--- config.mk ---
export PLATFORM = sky130hd
export DESIGN_NAME = cart_loader_top
export DESIGN_NICKNAME = d
export VERILOG_FILES = /design/src/rtl/cart_pkg.sv /design/src/rtl/cheat_pkg.sv /design/src/rtl/cart_header_scan.sv /design/src/rtl/cart_loader_top.sv /design/src/rtl/cheat_code_loader.sv /design/src/rtl/cheat_patch_merge.sv /design/src/rtl/cheat_slot.sv /design/src/rtl/region_select.sv /design/src/rtl/rom_write_pacer.sv
export SDC_FILE = /design/constraint.sdc
export NUM_CORES = 1
export LEC_CHECK = 0
export BUFFER_PORTS_ARGS = -buffer_cell sky130_fd_sc_hd__buf_2
export CORE_MARGIN = 2
export CORE_UTILIZATION = 50
export CTS_CLUSTER_DIAMETER = 40
export DETAILED_ROUTE_END_ITERATION = 8
export PLACE_DENSITY = 0.77
export SKIP_CTS_REPAIR_TIMING = 1
export SYNTH_ARGS = -nofsm -noshare
export SYNTH_HDL_FRONTEND = slang
export SYNTH_SLANG_ARGS = --single-unit
--- constraint.sdc ---
create_clock -name clk_sys -period 4.7 [get_ports clk_sys]
set_input_delay 0.94 -clock clk_sys [delete_from_list [all_inputs] [get_ports clk_sys]]
set_output_delay 0.94 -clock clk_sys [all_outputs]
set_load 0.03 [all_outputs]
--- src/rtl/cart_pkg.sv ---
// Cartridge download layout and header map; data words carry the lower file byte in bits 15:8
`default_nettype none

package cart_pkg;

	// One write from the loader, byte address
	typedef struct packed {
		logic        wr;
		logic [24:0] addr;
		logic [15:0] data;
		logic [7:0]  index;
	} dl_word_t;

	localparam logic [7:0] CODE_INDEX = 8'hFF;

	////////////////////////////////////////
	// Header word addresses
	localparam logic [24:0] HDR_REGION_ADDR_A = 25'h1F0;
	localparam logic [24:0] HDR_REGION_ADDR_B = 25'h1F2;
	localparam logic [24:0] HDR_READY_ADDR    = 25'h200;
	localparam logic [24:0] HDR_ID_ADDR_0     = 25'h182;
	localparam logic [24:0] HDR_ID_ADDR_1     = 25'h184;
	localparam logic [24:0] HDR_ID_ADDR_2     = 25'h186;
	localparam logic [24:0] HDR_ID_ADDR_3     = 25'h188;
	localparam logic [24:0] HDR_ID_ADDR_4     = 25'h18A;
	localparam logic [24:0] HDR_ID_CHECK_ADDR = 25'h18C;

	typedef enum logic [1:0] {
		JP = 2'd0,
		US = 2'd1,
		EU = 2'd2
	} region_t;

	typedef struct packed {
		logic sram;
		logic eeprom;
		logic noram;
		logic fifo;
		logic pier;
		logic svp;
		logic fmbusy;
		logic schan;
	} quirk_t;

	// User options; prio picks one of four region orders
	typedef struct packed {
		logic       auto_enable;
		logic       from_header;
		logic [1:0] prio;
	} cart_cfg_t;

	////////////////////////////////////////
	// Per-title quirks, one product ID each
	typedef struct packed {
		logic [63:0] id;
		quirk_t      flags;
	} quirk_entry_t;

	localparam int QUIRK_COUNT = 8;

	localparam quirk_entry_t QUIRK_TABLE [QUIRK_COUNT] = '{
		'{id: "T-081276", flags: '{sram: 1'b1, default: 1'b0}},
		'{id: "MK-1215 ", flags: '{eeprom: 1'b1, default: 1'b0}},
		'{id: "T-113016", flags: '{noram: 1'b1, default: 1'b0}},
		'{id: "T-89016 ", flags: '{fifo: 1'b1, default: 1'b0}},
		'{id: "T-574023", flags: '{pier: 1'b1, default: 1'b0}},
		'{id: "MK-1229 ", flags: '{svp: 1'b1, default: 1'b0}},
		'{id: "T-35036 ", flags: '{fmbusy: 1'b1, default: 1'b0}},
		'{id: "T-68???-", flags: '{schan: 1'b1, default: 1'b0}}
	};

endpackage

`default_nettype wire

--- src/rtl/cheat_pkg.sv ---
// Cheat code layout and ROM read types; only bits 24:1 of a code address take part in a match
`default_nettype none

package cheat_pkg;

	localparam int CHEAT_SLOTS = 4;

	// Flags bit 0 enables the compare value
	typedef struct packed {
		logic [31:0] flags;
		logic [31:0] address;
		logic [31:0] compare;
		logic [31:0] replace;
	} cheat_code_t;

	// ROM read, word address
	typedef struct packed {
		logic        valid;
		logic [23:0] addr;
		logic [15:0] data;
	} rom_read_t;

	typedef struct packed {
		logic        hit;
		logic [15:0] data;
	} slot_hit_t;

endpackage

`default_nettype wire

--- src/rtl/cart_header_scan.sv ---
// Only writes of a cartridge download are scanned; results stay until the next download starts
`default_nettype none

module cart_header_scan (
	input  logic               clk_sys,
	input  logic               rst,
	input  logic               cart_dl,
	input  cart_pkg::dl_word_t dl,
	output logic               hdr_jp,
	output logic               hdr_us,
	output logic               hdr_eu,
	output logic               header_ready,
	output cart_pkg::quirk_t   quirks
);

	import cart_pkg::*;

	logic        old_dl;
	logic        dl_start;
	logic        hdr_wr;
	logic [2:0]  letters_q;
	logic [2:0]  letters_base;
	logic [2:0]  letters_new;
	logic [63:0] id_q;
	quirk_t      quirk_match;

	// One header byte as {jp, us, eu}
	function automatic logic [2:0] letter_flags(input logic [7:0] b);
		logic [2:0] f;
		f = 3'b000;
		if (b == "J")
			f = 3'b100;
		else if (b == "U")
			f = 3'b010;
		else if (b >= "0" && b <= "Z")
			f = 3'b001;
		return f;
	endfunction

	assign dl_start     = cart_dl & ~old_dl;
	assign hdr_wr       = cart_dl & dl.wr;
	assign letters_base = dl_start ? 3'b000 : letters_q;

	always_comb begin
		letters_new = letters_base;
		if (dl.addr == HDR_REGION_ADDR_A)
			letters_new = letters_base | letter_flags(dl.data[15:8])
				| letter_flags(dl.data[7:0]);
		// Third region byte only
		else if (dl.addr == HDR_REGION_ADDR_B)
			letters_new = letters_base | letter_flags(dl.data[7:0]);
	end

	always_comb begin
		quirk_match = '0;
		for (int i = 0; i < QUIRK_COUNT; i++) begin
			if (id_q == QUIRK_TABLE[i].id)
				quirk_match = quirk_match | QUIRK_TABLE[i].flags;
		end
	end

	always_ff @(posedge clk_sys) begin
		if (rst) begin
			old_dl       <= 1'b0;
			letters_q    <= 3'b000;
			header_ready <= 1'b0;
			quirks       <= '0;
		end else begin
			old_dl <= cart_dl;
			if (dl_start) begin
				letters_q    <= 3'b000;
				header_ready <= 1'b0;
				quirks       <= '0;
			end
			if (old_dl && !cart_dl)
				header_ready <= 1'b0;
			if (hdr_wr) begin
				letters_q <= letters_new;
				if (dl.addr == HDR_ID_CHECK_ADDR)
					quirks <= quirk_match;
				if (dl.addr == HDR_READY_ADDR)
					header_ready <= 1'b1;
			end
		end
	end

	// Product ID, 8 bytes from 0x183 to 0x18A
	always_ff @(posedge clk_sys) begin
		if (hdr_wr) begin
			case (dl.addr)
				HDR_ID_ADDR_0: id_q[63:56] <= dl.data[7:0];
				HDR_ID_ADDR_1: id_q[55:40] <= dl.data;
				HDR_ID_ADDR_2: id_q[39:24] <= dl.data;
				HDR_ID_ADDR_3: id_q[23:8]  <= dl.data;
				HDR_ID_ADDR_4: id_q[7:0]   <= dl.data[15:8];
				default: ;
			endcase
		end
	end

	assign {hdr_jp, hdr_us, hdr_eu} = letters_q;

endmodule

`default_nettype wire

--- src/rtl/cart_loader_top.sv ---
// Index 0xFF selects a cheat download, any other index a cartridge; reads pass through in one cycle
`default_nettype none

module cart_loader_top (
	input  logic                 clk_sys,
	input  logic                 rst,
	input  cart_pkg::dl_word_t   dl,
	input  logic                 dl_active,
	input  cart_pkg::cart_cfg_t  cfg,
	input  logic                 cheat_enable,
	input  logic                 rom_wrack,
	input  cheat_pkg::rom_read_t rd,
	output logic                 dl_wait,
	output logic                 rom_wr,
	output logic [24:0]          rom_wr_addr,
	output logic [15:0]          rom_wr_data,
	output logic [24:0]          rom_size,
	output cart_pkg::quirk_t     quirks,
	output cart_pkg::region_t    region,
	output logic                 region_valid,
	output logic                 cheats_available,
	output cheat_pkg::rom_read_t patched
);

	import cart_pkg::*;
	import cheat_pkg::*;

	logic                   cart_dl;
	logic                   code_dl;
	logic                   hdr_jp;
	logic                   hdr_us;
	logic                   hdr_eu;
	logic                   header_ready;
	cheat_code_t            code;
	logic [CHEAT_SLOTS-1:0] load_sel;
	logic                   clear_all;
	logic [CHEAT_SLOTS-1:0] loaded;
	slot_hit_t              hits [CHEAT_SLOTS];

	assign cart_dl = dl_active & (dl.index != CODE_INDEX);
	assign code_dl = dl_active & (dl.index == CODE_INDEX);

	////////////////////////////////////////
	// Cartridge path
	rom_write_pacer u_pacer (
		.clk_sys(clk_sys), .rst(rst), .dl(dl), .cart_dl(cart_dl), .rom_wrack(rom_wrack),
		.dl_wait(dl_wait), .rom_wr(rom_wr), .rom_wr_addr(rom_wr_addr),
		.rom_wr_data(rom_wr_data), .rom_size(rom_size)
	);

	cart_header_scan u_hdr (
		.clk_sys(clk_sys), .rst(rst), .cart_dl(cart_dl), .dl(dl),
		.hdr_jp(hdr_jp), .hdr_us(hdr_us), .hdr_eu(hdr_eu),
		.header_ready(header_ready), .quirks(quirks)
	);

	region_select u_region (
		.clk_sys(clk_sys), .rst(rst), .cfg(cfg), .dl_index(dl.index),
		.hdr_jp(hdr_jp), .hdr_us(hdr_us), .hdr_eu(hdr_eu),
		.header_ready(header_ready), .region(region), .region_valid(region_valid)
	);

	////////////////////////////////////////
	// Cheat path
	cheat_code_loader u_code_loader (
		.clk_sys(clk_sys), .rst(rst), .dl(dl), .code_dl(code_dl),
		.code(code), .load_sel(load_sel), .clear_all(clear_all)
	);

	for (genvar i = 0; i < CHEAT_SLOTS; i++) begin : g_slot
		cheat_slot u_slot (
			.clk_sys(clk_sys), .rst(rst), .clear_all(clear_all), .load(load_sel[i]),
			.code(code), .rd(rd), .loaded(loaded[i]), .hit(hits[i])
		);
	end

	assign cheats_available = |loaded;

	cheat_patch_merge u_merge (
		.clk_sys(clk_sys), .rst(rst), .rd(rd), .hits(hits),
		.cheat_enable(cheat_enable), .patched(patched)
	);

endmodule

`default_nettype wire

--- src/rtl/cheat_code_loader.sv ---
// Codes arrive as 16-byte records; a write to address 0 restarts the slot list
`default_nettype none

module cheat_code_loader (
	input  logic                                   clk_sys,
	input  logic                                   rst,
	input  cart_pkg::dl_word_t                     dl,
	input  logic                                   code_dl,
	output cheat_pkg::cheat_code_t                 code,
	output logic [cheat_pkg::CHEAT_SLOTS-1:0]      load_sel,
	output logic                                   clear_all
);

	import cheat_pkg::*;

	logic                         code_wr;
	logic                         commit;
	logic [31:0]                  flags_q;
	logic [31:0]                  addr_q;
	logic [31:0]                  cmp_q;
	logic [15:0]                  rep_lo_q;
	logic [$clog2(CHEAT_SLOTS):0] next_free;

	assign code_wr   = code_dl & dl.wr;
	assign clear_all = code_wr & (dl.addr == '0);
	assign commit    = code_wr & (dl.addr[3:0] == 4'd14);

	// Last word goes straight into the slot
	assign code = '{flags: flags_q, address: addr_q, compare: cmp_q,
		replace: {dl.data, rep_lo_q}};

	always_comb begin
		load_sel = '0;
		if (commit && next_free < CHEAT_SLOTS)
			load_sel[next_free[$clog2(CHEAT_SLOTS)-1:0]] = 1'b1;
	end

	always_ff @(posedge clk_sys) begin
		if (code_wr) begin
			case (dl.addr[3:0])
				4'd0:  flags_q[15:0]  <= dl.data;
				4'd2:  flags_q[31:16] <= dl.data;
				4'd4:  addr_q[15:0]   <= dl.data;
				4'd6:  addr_q[31:16]  <= dl.data;
				4'd8:  cmp_q[15:0]    <= dl.data;
				4'd10: cmp_q[31:16]   <= dl.data;
				4'd12: rep_lo_q       <= dl.data;
				default: ;
			endcase
		end
	end

	// Slot allocation, extra codes are dropped once full
	always_ff @(posedge clk_sys) begin
		if (rst || clear_all)
			next_free <= '0;
		else if (commit && next_free < CHEAT_SLOTS)
			next_free <= next_free + 1'b1;
	end

endmodule

`default_nettype wire

--- src/rtl/cheat_patch_merge.sv ---
// Fixed one-cycle read latency; the lowest-numbered hitting slot wins
`default_nettype none

module cheat_patch_merge (
	input  logic                 clk_sys,
	input  logic                 rst,
	input  cheat_pkg::rom_read_t rd,
	input  cheat_pkg::slot_hit_t hits [cheat_pkg::CHEAT_SLOTS],
	input  logic                 cheat_enable,
	output cheat_pkg::rom_read_t patched
);

	import cheat_pkg::*;

	logic        any_hit;
	logic [15:0] hit_data;
	logic        valid_q;
	logic [23:0] addr_q;
	logic [15:0] data_q;

	// Walk down so slot 0 ends up on top
	always_comb begin
		any_hit  = 1'b0;
		hit_data = '0;
		for (int i = CHEAT_SLOTS - 1; i >= 0; i--) begin
			if (hits[i].hit) begin
				any_hit  = 1'b1;
				hit_data = hits[i].data;
			end
		end
	end

	always_ff @(posedge clk_sys) begin
		if (rst)
			valid_q <= 1'b0;
		else
			valid_q <= rd.valid;
	end

	always_ff @(posedge clk_sys) begin
		addr_q <= rd.addr;
		data_q <= (cheat_enable && any_hit) ? hit_data : rd.data;
	end

	assign patched = '{valid: valid_q, addr: addr_q, data: data_q};

endmodule

`default_nettype wire

--- src/rtl/cheat_slot.sv ---
// Hit output is combinational on rd and counts only for valid reads
`default_nettype none

module cheat_slot (
	input  logic                   clk_sys,
	input  logic                   rst,
	input  logic                   clear_all,
	input  logic                   load,
	input  cheat_pkg::cheat_code_t code,
	input  cheat_pkg::rom_read_t   rd,
	output logic                   loaded,
	output cheat_pkg::slot_hit_t   hit
);

	logic [23:0] match_addr;
	logic        cmp_en;
	logic [15:0] cmp_val;
	logic [15:0] rep_val;
	logic        addr_eq;
	logic        data_ok;

	always_ff @(posedge clk_sys) begin
		if (rst || clear_all)
			loaded <= 1'b0;
		else if (load)
			loaded <= 1'b1;
	end

	// Only the fields used for matching are kept
	always_ff @(posedge clk_sys) begin
		if (load) begin
			match_addr <= code.address[24:1];
			cmp_en     <= code.flags[0];
			cmp_val    <= code.compare[15:0];
			rep_val    <= code.replace[15:0];
		end
	end

	assign addr_eq = (match_addr == rd.addr);
	assign data_ok = !cmp_en || (cmp_val == rd.data);

	assign hit.hit  = loaded & rd.valid & addr_eq & data_ok;
	assign hit.data = rep_val;

endmodule

`default_nettype wire

--- src/rtl/region_select.sv ---
// Region is decided once per header; dl_index must still hold the download index at that point
`default_nettype none

module region_select (
	input  logic                clk_sys,
	input  logic                rst,
	input  cart_pkg::cart_cfg_t cfg,
	input  logic [7:0]          dl_index,
	input  logic                hdr_jp,
	input  logic                hdr_us,
	input  logic                hdr_eu,
	input  logic                header_ready,
	output cart_pkg::region_t   region,
	output logic                region_valid
);

	import cart_pkg::*;

	logic    old_ready;
	region_t hdr_pick;

	// Priority orders, first letter found wins
	always_comb begin
		case (cfg.prio)
			2'd0: hdr_pick = hdr_us ? US : hdr_eu ? EU : hdr_jp ? JP : US;
			2'd1: hdr_pick = hdr_eu ? EU : hdr_us ? US : hdr_jp ? JP : EU;
			2'd2: hdr_pick = hdr_us ? US : hdr_jp ? JP : hdr_eu ? EU : US;
			default: hdr_pick = hdr_jp ? JP : hdr_us ? US : hdr_eu ? EU : JP;
		endcase
	end

	always_ff @(posedge clk_sys) begin
		if (rst) begin
			old_ready    <= 1'b0;
			region       <= JP;
			region_valid <= 1'b0;
		end else begin
			old_ready <= header_ready;
			if (header_ready && !old_ready && cfg.auto_enable) begin
				if (cfg.from_header) begin
					region       <= hdr_pick;
					region_valid <= 1'b1;
				end else begin
					// File type index carries the region in its top bits
					region       <= region_t'(dl_index[7:6]);
					region_valid <= |dl_index;
				end
			end
			if (old_ready && !header_ready)
				region_valid <= 1'b0;
		end
	end

endmodule

`default_nettype wire

--- src/rtl/rom_write_pacer.sv ---
// Loader must not write while dl_wait is high; each rom_wr flip is answered by one rom_wrack flip
`default_nettype none

module rom_write_pacer (
	input  logic               clk_sys,
	input  logic               rst,
	input  cart_pkg::dl_word_t dl,
	input  logic               cart_dl,
	input  logic               rom_wrack,
	output logic               dl_wait,
	output logic               rom_wr,
	output logic [24:0]        rom_wr_addr,
	output logic [15:0]        rom_wr_data,
	output logic [24:0]        rom_size
);

	logic old_dl;
	logic dl_start;
	logic wr_base;

	assign dl_start = cart_dl & ~old_dl;
	// Toggle restarts from zero on each new download
	assign wr_base  = dl_start ? 1'b0 : rom_wr;

	always_ff @(posedge clk_sys) begin
		if (rst) begin
			old_dl   <= 1'b0;
			dl_wait  <= 1'b0;
			rom_wr   <= 1'b0;
			rom_size <= '0;
		end else begin
			old_dl <= cart_dl;
			if (cart_dl && dl.wr) begin
				rom_wr  <= ~wr_base;
				dl_wait <= 1'b1;
			end else if (dl_start) begin
				rom_wr <= 1'b0;
			end else if (dl_wait && (rom_wr == rom_wrack)) begin
				dl_wait <= 1'b0;
			end
			// End of download, last address is the size
			if (old_dl && !cart_dl) begin
				rom_size <= dl.addr;
				dl_wait  <= 1'b0;
			end
		end
	end

	// Address and data held with the request, bytes swapped for the memory
	always_ff @(posedge clk_sys) begin
		if (cart_dl && dl.wr) begin
			rom_wr_addr <= dl.addr;
			rom_wr_data <= {dl.data[7:0], dl.data[15:8]};
		end
	end

endmodule

`default_nettype wire

==> metrics.txt, run 1 <==
vias post-DR 10,900; CP peak stage delay 0.86 ns; sequential share of the synthesized area 0.753; setup_tns 0 ns; Post-synth EDFFs 390; internal power 7.31 mW; maximum VDD drop 338 uV; worst reg2reg endpoint u_merge.data_q[12]; syn_area_per_cell 15.1 um^2; warnings from Yosys 0; H-Tree Depth 2; GP Congestion 0.900; initial antenna violation count 1; Port Buffers 220; die height 194 um; Hold EP u_pacer.rom_size[19]; Yosys top cell by area edfxtp_1; largest net degree at the start of global routing 59; Total Power 9.40 mW; Slew @ Worst Pin 1.09 ns; Netlist cell types 58; Routed WL 42,600 um; hold path start u_pacer.rom_size[19]; top post-synthesis cells by count edfxtp_1 (390), xnor2_1 (108), dfxtp_1 (92), nand2_1 (83), nor2_1 (59); Final ANT Viol Nets 0; period utilisation layout 0.638; nets 1,543; Placed Cells 1,841; die area 37,500 um^2; final instance count without filler cells 1,949; # setup viols final 0; final worst path period need 3.00 ns; max-cap violation count 0; RSZ-0062 raised after global routing false; fmax 334 MHz; area occupied by multi-input gates 4130 um^2; Clk pwr share 0.460; leakage 7.37 nW; WS Path Type in -> reg; core area 35,500 um^2; clk_lat worst skew 0.60 ns; Psw 2.09 mW; Worst Path Required 4.90 ns; vias in the first global route 11,000; CP bufs+invs 1; gr usage total 0.227; Die X-Extent 194 um; CTS Buf Count 57; Yosys reg bits 482; CP Launch Type primary input; initial drt markers 1,105; Max Slew Vio Count 0; Final Hold Fails 0; CTS sink cnt 482; Seq pwr share 0.494; worst-path fanout max 8; status finished clean; TritonRoute pass-1 iters 5; Syn Inst Count 1,191; Synth-to-Final Area Change 19.7%; Final Util 0.607; Clock transition at path regs 0.06 ns; routed length per instance 21.9 um; Post-DP HPWL 27,600 um; layout filler cell count 2,602; depth of the most critical reg-to-reg path 8; worst r2r src g_slot[0].u_slot.match_addr[21]; CP max-delay cell nor3_1; worst min path class reg -> reg; critical path arrival 3.19 ns; # IOs 221; Crit. End Element register; Worst Hold Depth 2; Post-Synthesis Cell Area 18,000 um^2; Starting Density 0.507; Slew headroom 0.265; Max clock buf depth 3; top-count cell post-synth edfxtp_1; Power Density 436 nW/um^2; gr ovfl total 0; Root Buffer clkbuf_16; top_reg_cell synth edfxtp_1; DRC 0; layout cell share with drive strength beyond 1 0.239; Sw Ratio 0.222; Area contributors post-synth edfxtp_1 (65%), dfxtp_1 (10%), xnor2_1 (5.3%); Async SR Flop Fraction 0; cell repeated most along the worst path nor4_1; register-to-register setup slack 1.92 ns; first-pass GRT wire length 64,500 um; row count 69; CP top delay family simple AND/OR/NAND/NOR gates; Synth top area share 0.651; worst-path cell chain buf_2 > nor4_1 > nand4_1 > nor4_1 > nand2b_1 > nor3_1; Synth Net Count 1,295; Worst Skew 0.0239 ns; Combinational Power Share 0.046; register area 13,600 um^2; CTS tree yes; DR vias/cell 5.58
[logic make-up after synthesis]
family	count (synthesis)	share of synthesized area
multiplexers	1	0.000556
AND/OR/NAND/NOR	346	0.103
buffers and inverters	77	0.0186
flip-flops	482	0.753
AO/OA/AOI/OAI	118	0.0427
XOR/XNOR	163	0.0793
adder cells (fa/ha/maj)	4	0.00278
[worst min-delay path, stage by stage, from the launching register on]
cell and delay [ns]:
dfxtp_1 0.31, nand2_1 0.05, a21oi_1 0.05
[routing by layer]
metal | global-route usage | vias to the layer above | share of wire
li1 | - | 4943 | -
met1 | 0.297 | 5369 | 0.40
met4 | 0.0811 | 2 | 0.023
met5 | 0 | - | 0.00026
met3 | 0.0463 | 58 | 0.078
met2 | 0.378 | 499 | 0.49
[power by group through the flow]
stage          Combinational (mW)  Clock [mW]  Sequential (mW)
2_1_floorplan               0.137           0             4.84
3_3_place_gp                0.432           0             4.73
3_5_place_dp                0.437           0             4.73
4_1_cts                     0.440        4.38             4.65
5_1_grt                     0.464        4.57             4.65
6_report                    0.435        4.32             4.64
[how the worst max path moves through the flow]
stage / startpoint / to / cells after the start
6_report: dl[34] / u_hdr.id_q[57] / 6
2_1_floorplan: dl[7] / g_slot[3].u_slot.cmp_en / 5
5_1_grt: dl[37] / u_hdr.quirks[6] / 7
3_3_place_gp: dl[34] / u_hdr.quirks[1] / 7
3_5_place_dp: dl[34] / u_hdr.quirks[1] / 7
4_1_cts: dl[34] / u_hdr.quirks[1] / 7
[placed cells by master, fill, tap and decap left out, types with 4 or more instances in the layout]
cell / n
a21oi_1: 39
a31oi_1: 20
and2_2: 4
buf_2: 220
buf_4: 18
bufinv_16: 4
clkbuf_1: 8
clkbuf_16: 57
clkbuf_8: 4
clkinv_2: 7
clkinv_4: 6
clkinvlp_4: 4
dfxtp_1: 92
edfxtp_1: 390
ha_1: 4
inv_1: 24
inv_6: 11
nand2_1: 83
nand2b_1: 7
nand3_1: 36
nand3b_1: 5
nand4_1: 38
nor2_1: 59
nor2b_1: 6
nor3_1: 21
nor3b_1: 18
nor4_1: 28
nor4b_1: 4
o21ai_0: 22
o221ai_1: 16
or4_1: 11
xnor2_1: 108
xor2_1: 55
[per-stage QoR]
step | hold WS, ns | instance area (um^2) | setup slack, ns
final | 0.458 | 21500 | 1.70
after global routing | 0.475 | 21500 | 1.50
after CTS | 0.457 | 21500 | 1.75
after detailed placement | 0.449 | 19600 | 1.15
after global placement | 0.439 | 19600 | 1.23
after floorplan | 0.440 | 18000 | 0.790
[state kept, by name, summed over array words and instances (netlist names), 8 cells and up]
| name | count |
|---|---|
| u_merge.data_q | 16 |
| u_hdr.quirks | 8 |
| u_pacer.rom_wr_data | 16 |
| g_slot.u_slot.match_addr | 96 |
| u_code_loader.addr_q | 24 |
| u_merge.addr_q | 24 |
| u_code_loader.rep_lo_q | 16 |
| u_hdr.id_q | 64 |
| g_slot.u_slot.cmp_val | 64 |
| u_pacer.rom_wr_addr | 25 |
| u_code_loader.cmp_q | 16 |
| g_slot.u_slot.rep_val | 64 |
| u_pacer.rom_size | 25 |
[cell type report]
type                    instances  share of cell area
flip-flops and latches        482               0.629
multi-input cells             632               0.192
clock buffers                  69              0.0702
repair buffers                241              0.0602
well taps                     461              0.0268
clock inverters                38              0.0176
inverters                      25             0.00436
diodes                          1            0.000116
Power figures use the tool's default switching activity.
==> run 2: changes to the inputs <==
clock period = 2.8 ns   (was 4.7 ns; I/O delays follow)
==> run 2 against run 1 <==
Effect of this change: sequential share of layout area fell by 1.4 points; routed wire length is 5.5% higher; utilization grew 1.4 points; critical path depth is 2 higher; power increased by 69%; clock skew down 0.0037 ns; worst hold slack got worse by 0.29 ns; clock power up 68%; via count increased by 3.2%; critical path type is now reg -> reg.
==> metrics.txt, run 2 (synthesized netlist as in run 1, its figures left out) <==
commonest non-fill, non-tap cell in the layout edfxtp_1; gr usage total 0.240 (+0.0130); leakage 7.63 nW (+3.4%); largest net degree at the start of global routing 59 (unchanged); Post-DP HPWL 30,400 um (+10%); Starting Density 0.507 (unchanged); max FFs per register 96 (unchanged); Routed WL 45,000 um (+5.5%); WS Path Type reg -> reg; final worst path period need 2.63 ns; # setup viols final 0 (unchanged); CTS tree yes; fmax 381 MHz; Root Buffer clkbuf_16; vias in the first global route 11,500 (+4.0%); core area 35,500 um^2 (unchanged); die height 194 um (unchanged); row count 69 (unchanged); Total Power 15.8 mW (+69%); Max clock buf depth 3 (unchanged); layout cell share with drive strength beyond 1 0.262 (+0.0225); # diodes 0 (-1); vias post-DR 11,200 (+3.2%); Synth-to-Final Area Change 22.4%; # IOs 221 (unchanged); TritonRoute pass-1 iters 5 (unchanged); most frequent cells in the layout edfxtp_1 (390), buf_2 (220), xnor2_1 (108); CTS sink cnt 482 (unchanged); CP max-delay cell or4_1; Power Density 719 nW/um^2 (+65%); CP Launch Type register; Final Hold Fails 0 (unchanged); Crit. End Element register; DRC 0 (unchanged); GP Congestion 0.915 (+1.6%); Biggest register g_slot.u_slot.match_addr; worst r2r src g_slot[1].u_slot.match_addr[4]; nets 1,587 (+2.9%); Port Buffers 220 (unchanged); Clock transition at path regs 0.06 ns (about the same); initial antenna violation count 1 (unchanged); worst-path fanout max 32 (+24); worst-path cell chain xnor2_1 > nand4_1 > or4_1 > a211o_1 > buf_4 > o21ai_0 > o221ai_1 > a31oi_1; CP peak stage delay 0.60 ns (-0.26 ns); setup_tns 0 ns (unchanged); DR vias/cell 5.63 (+0.95%); Max Slew Vio Count 0 (unchanged); Slew headroom 0.548 (+0.283); die area 37,500 um^2 (unchanged); H-Tree Depth 2 (unchanged); status finished clean; depth of the most critical reg-to-reg path 8 (unchanged); Slew @ Worst Pin 0.678 ns (-0.416 ns); maximum VDD drop 646 uV (+91%); RSZ-0062 raised after global routing false; Final ANT Viol Nets 0 (unchanged); Worst Path Required 3.31 ns (-1.59 ns); clk_lat worst skew 0.59 ns (about the same); register-to-register setup slack 0.17 ns (-1.75 ns); CTS Buf Count 57 (unchanged); Die X-Extent 194 um (unchanged); routed length per instance 22.6 um (+3.3%); Worst Setup EP u_merge.data_q[10]; worst reg2reg endpoint u_merge.data_q[10]; Worst Skew 0.0201 ns (-0.00375 ns); first-pass GRT wire length 68,000 um (+5.3%); worst min path class in -> reg; CP Launch Point g_slot[1].u_slot.match_addr[4]; hold path start rd[19]; period utilisation layout 0.938; initial drt markers 863 (-22%); critical path arrival 3.13 ns (-0.06 ns); gr ovfl total 0 (unchanged); max-cap violation count 0 (unchanged)
-- run 2: worst max-delay path: cells and delay by family (launching register included) --
kind	cells	cell delay [ns]
flops	1	0.37
buf+inv	1	0.27
compound gates	4	0.86
xor+xnor	1	0.25
simple gates	2	0.78
-- run 2: power breakdown --
part	switching, mW	internal (mW)	leakage (nW)
combinational	0.537	0.240	2.42
clock	2.99	4.28	0.929
sequential	0.0295	7.77	4.28
-- run 2: how the worst min path moves through the flow --
stage,to,slack [ns],depth (start not counted)
floorplan,u_pacer.dl_wait,0.44,1
global placement,u_pacer.rom_size[0],0.44,2
detailed placement,u_pacer.rom_size[2],0.45,2
CTS,u_merge.addr_q[19],0.14,1
global route,u_merge.addr_q[3],0.15,1
finish,u_merge.addr_q[3],0.17,1
-- run 2: layout make-up --
class	count	area, um^2
Tap cell	461	577
Multi-Input combinational cell	632	4140
Clock inverter	39	372
Inverter	25	93.8
Fill cell	2604	13500
Timing Repair Buffer	285	1750
Sequential cell	482	13600
Clock buffer	68	1540
-- run 2: stage by stage --
step,cell area [um^2],utilization,setup WS [ns],std cells,hold slack (ns)
6_report,22000,0.621,0.175,1992,0.170
5_1_grt,22000,0.621,0.0376,1992,0.154
4_1_cts,22000,0.621,0.183,1992,0.136
3_5_place_dp,20100,0.567,-0.137,1885,0.446
3_3_place_gp,20100,0.567,-0.0282,1885,0.441
2_1_floorplan,18000,-,-0.181,1191,0.440
-- run 2: per-layer routing --
| metal | part of all wire | global-route usage | up-vias |
|---|---|---|---|
| met5 | 0.00029 | 0 | - |
| met4 | 0.023 | 0.0679 | 2 |
| met3 | 0.091 | 0.0555 | 74 |
| met2 | 0.50 | 0.409 | 558 |
| met1 | 0.39 | 0.309 | 5551 |
| li1 | - | - | 5031 |
==> run 3: changes to the inputs <==
CELL_PAD_IN_SITES_DETAIL_PLACEMENT = 1   (was unset)
CELL_PAD_IN_SITES_GLOBAL_PLACEMENT = 1   (was unset)
CORE_UTILIZATION = 48   (was 50)
PLACE_DENSITY = 0.86   (was 0.77)
SETUP_SLACK_MARGIN = 0.1   (was unset)
SLEW_MARGIN = 10   (was unset)
==> run 3 against run 2 <==
Effect of this change: maximum frequency is 4.6% lower; routed wire length is 22% higher; utilization is 1.6 points lower; via count increased by 4.2%; power is 4.1% higher; die area grew 4.1%.
==> metrics.txt, run 3 (synthesized netlist as in run 1, its figures left out) <==
Root Buffer clkbuf_16; Worst Skew 0.0307 ns (+0.0106 ns); GP Congestion 0.862 (-5.8%); register-to-register setup slack 0.05 ns (-0.13 ns); cell repeated most along the worst path or4_1; RSZ-0062 raised after global routing true; worst-path fanout max 3 (-91%); max FFs per register 96 (unchanged); final worst slack 0.0489 ns (-0.126 ns); initial antenna violation count 3 (+2); clk_lat worst skew 0.62 ns (+0.03 ns); Post-DP Area 20,100 um^2 (about the same); Synth-to-Final Area Change 23.7%; Max Slew Vio Count 0 (unchanged); Place WS -0.132 ns (+0.00446 ns); Post-DP HPWL 35,600 um (+17%); nets 1,593 (+0.38%); CTS sink cnt 482 (unchanged); CP max-delay cell or4_1; routed length per instance 27.3 um (+21%); Starting Density 0.489 (-0.0180); H-Tree Depth 2 (unchanged); CP peak stage delay 0.55 ns (-0.05 ns); layout cell share with drive strength beyond 1 0.270 (+0.00774); Crit. End Element register; Port Buffers 220 (unchanged); CTS Buf Count 61 (+7.0%); Slew @ Worst Pin 0.553 ns (-0.124 ns); gr usage total 0.283 (+0.0433); most frequent cells in the layout edfxtp_1 (390), buf_2 (220), xnor2_1 (105); # IOs 221 (unchanged); worst-path cell chain nor4bb_2 > nand4b_1 > or2_2 > or4_1 > or4_1 > a21oi_1; worst reg2reg endpoint u_hdr.quirks[6]; core area 36,800 um^2 (+3.7%); CP Launch Type register; leakage 7.74 nW (+1.5%); largest net degree at the start of global routing 46 (-22%); setup_tns 0 ns (unchanged); TritonRoute pass-1 iters 5 (unchanged); depth of the most critical reg-to-reg path 6 (-2); die area 39,100 um^2 (+4.1%); Max clock buf depth 3 (unchanged); Power Density 741 nW/um^2 (+3.0%); vias post-DR 11,700 (+4.2%); Final Cell Area 22,300 um^2 (+1.1%); maximum VDD drop 543 uV (-16%); CTS tree yes; status finished clean; Final Hold Fails 0 (unchanged); Slew headroom 0.628 (+0.0794); critical path arrival 3.26 ns (+0.13 ns); Worst Setup EP u_hdr.quirks[6]; Routed WL 54,700 um (+22%); max-cap violation count 0 (unchanged); row count 70 (+1.4%); gr ovfl total 0 (unchanged); WS Path Type reg -> reg; Worst Path Required 3.31 ns (about the same); commonest non-fill, non-tap cell in the layout edfxtp_1; Clock transition at path regs 0.06 ns (about the same); vias in the first global route 12,700 (+10%); CP Launch Point u_hdr.id_q[35]; period utilisation layout 0.983 (+0.0449); final worst path period need 2.75 ns (+0.126 ns); Final ANT Viol Nets 0 (unchanged); worst r2r src u_hdr.id_q[35]; # setup viols final 0 (unchanged); die height 198 um (+2.0%); DRC 0 (unchanged); Die X-Extent 198 um (+2.0%); Total Power 16.5 mW (+4.1%); DR vias/cell 5.82 (+3.4%); Biggest register g_slot.u_slot.match_addr; fmax 363 MHz (-4.6%); initial drt markers 876 (+1.5%); first-pass GRT wire length 80,900 um (+19%); hold_ws 0.131 ns (-0.0387 ns); worst min path class in -> reg
==> run 3: cell type report <==
class                           instances  area [um^2]
Clock buffer                           80         1720
Antenna cell                            1         2.50
Multi-Input combinational cell        632         4200
Tap cell                              468          586
Timing Repair Buffer                  287         1770
Inverter                               25         93.8
Fill cell                            3470        14500
Sequential cell                       482        13600
Clock inverter                         33          328
==> run 3: worst min-delay path by stage <==
stage                              start                   end  slack, ns  cells after the start
floorplan                   u_hdr.old_dl       u_pacer.dl_wait       0.44                      1
finish                            rd[37]    u_merge.addr_q[21]       0.13                      1
CTS                               rd[37]    u_merge.addr_q[21]       0.11                      1
detailed placement   u_pacer.rom_size[2]   u_pacer.rom_size[2]       0.45                      2
global placement    u_pacer.rom_size[14]  u_pacer.rom_size[14]       0.44                      2
global route                      rd[37]    u_merge.addr_q[21]       0.12                      1
==> run 3: per-stage QoR <==
step / cells / utilization
after floorplan: 1191 / -
after global placement: 1890 / 0.547
after CTS: 2003 / 0.603
after global routing: 2007 / 0.605
after detailed placement: 1890 / 0.547
final: 2008 / 0.605
==> run 3: power by group <==
group | switching, mW | internal (mW)
logic | 0.570 | 0.241
registers | 0.0307 | 7.77
clock network | 3.21 | 4.68
==> run 3: layer usage <==
layer	track usage	wire length [um]
met1	0.353	21300
met3	0.0562	3820
met5	0	11
met4	0.106	1640
met2	0.490	27900
==> run 3: worst max-delay path, delay by kind of cell (launching register included) <==
kind	cells	cell delay (ns)
AOI/OAI and AO/OA	1	0.17
DFF	1	0.46
and+or+nand+nor	5	2.04
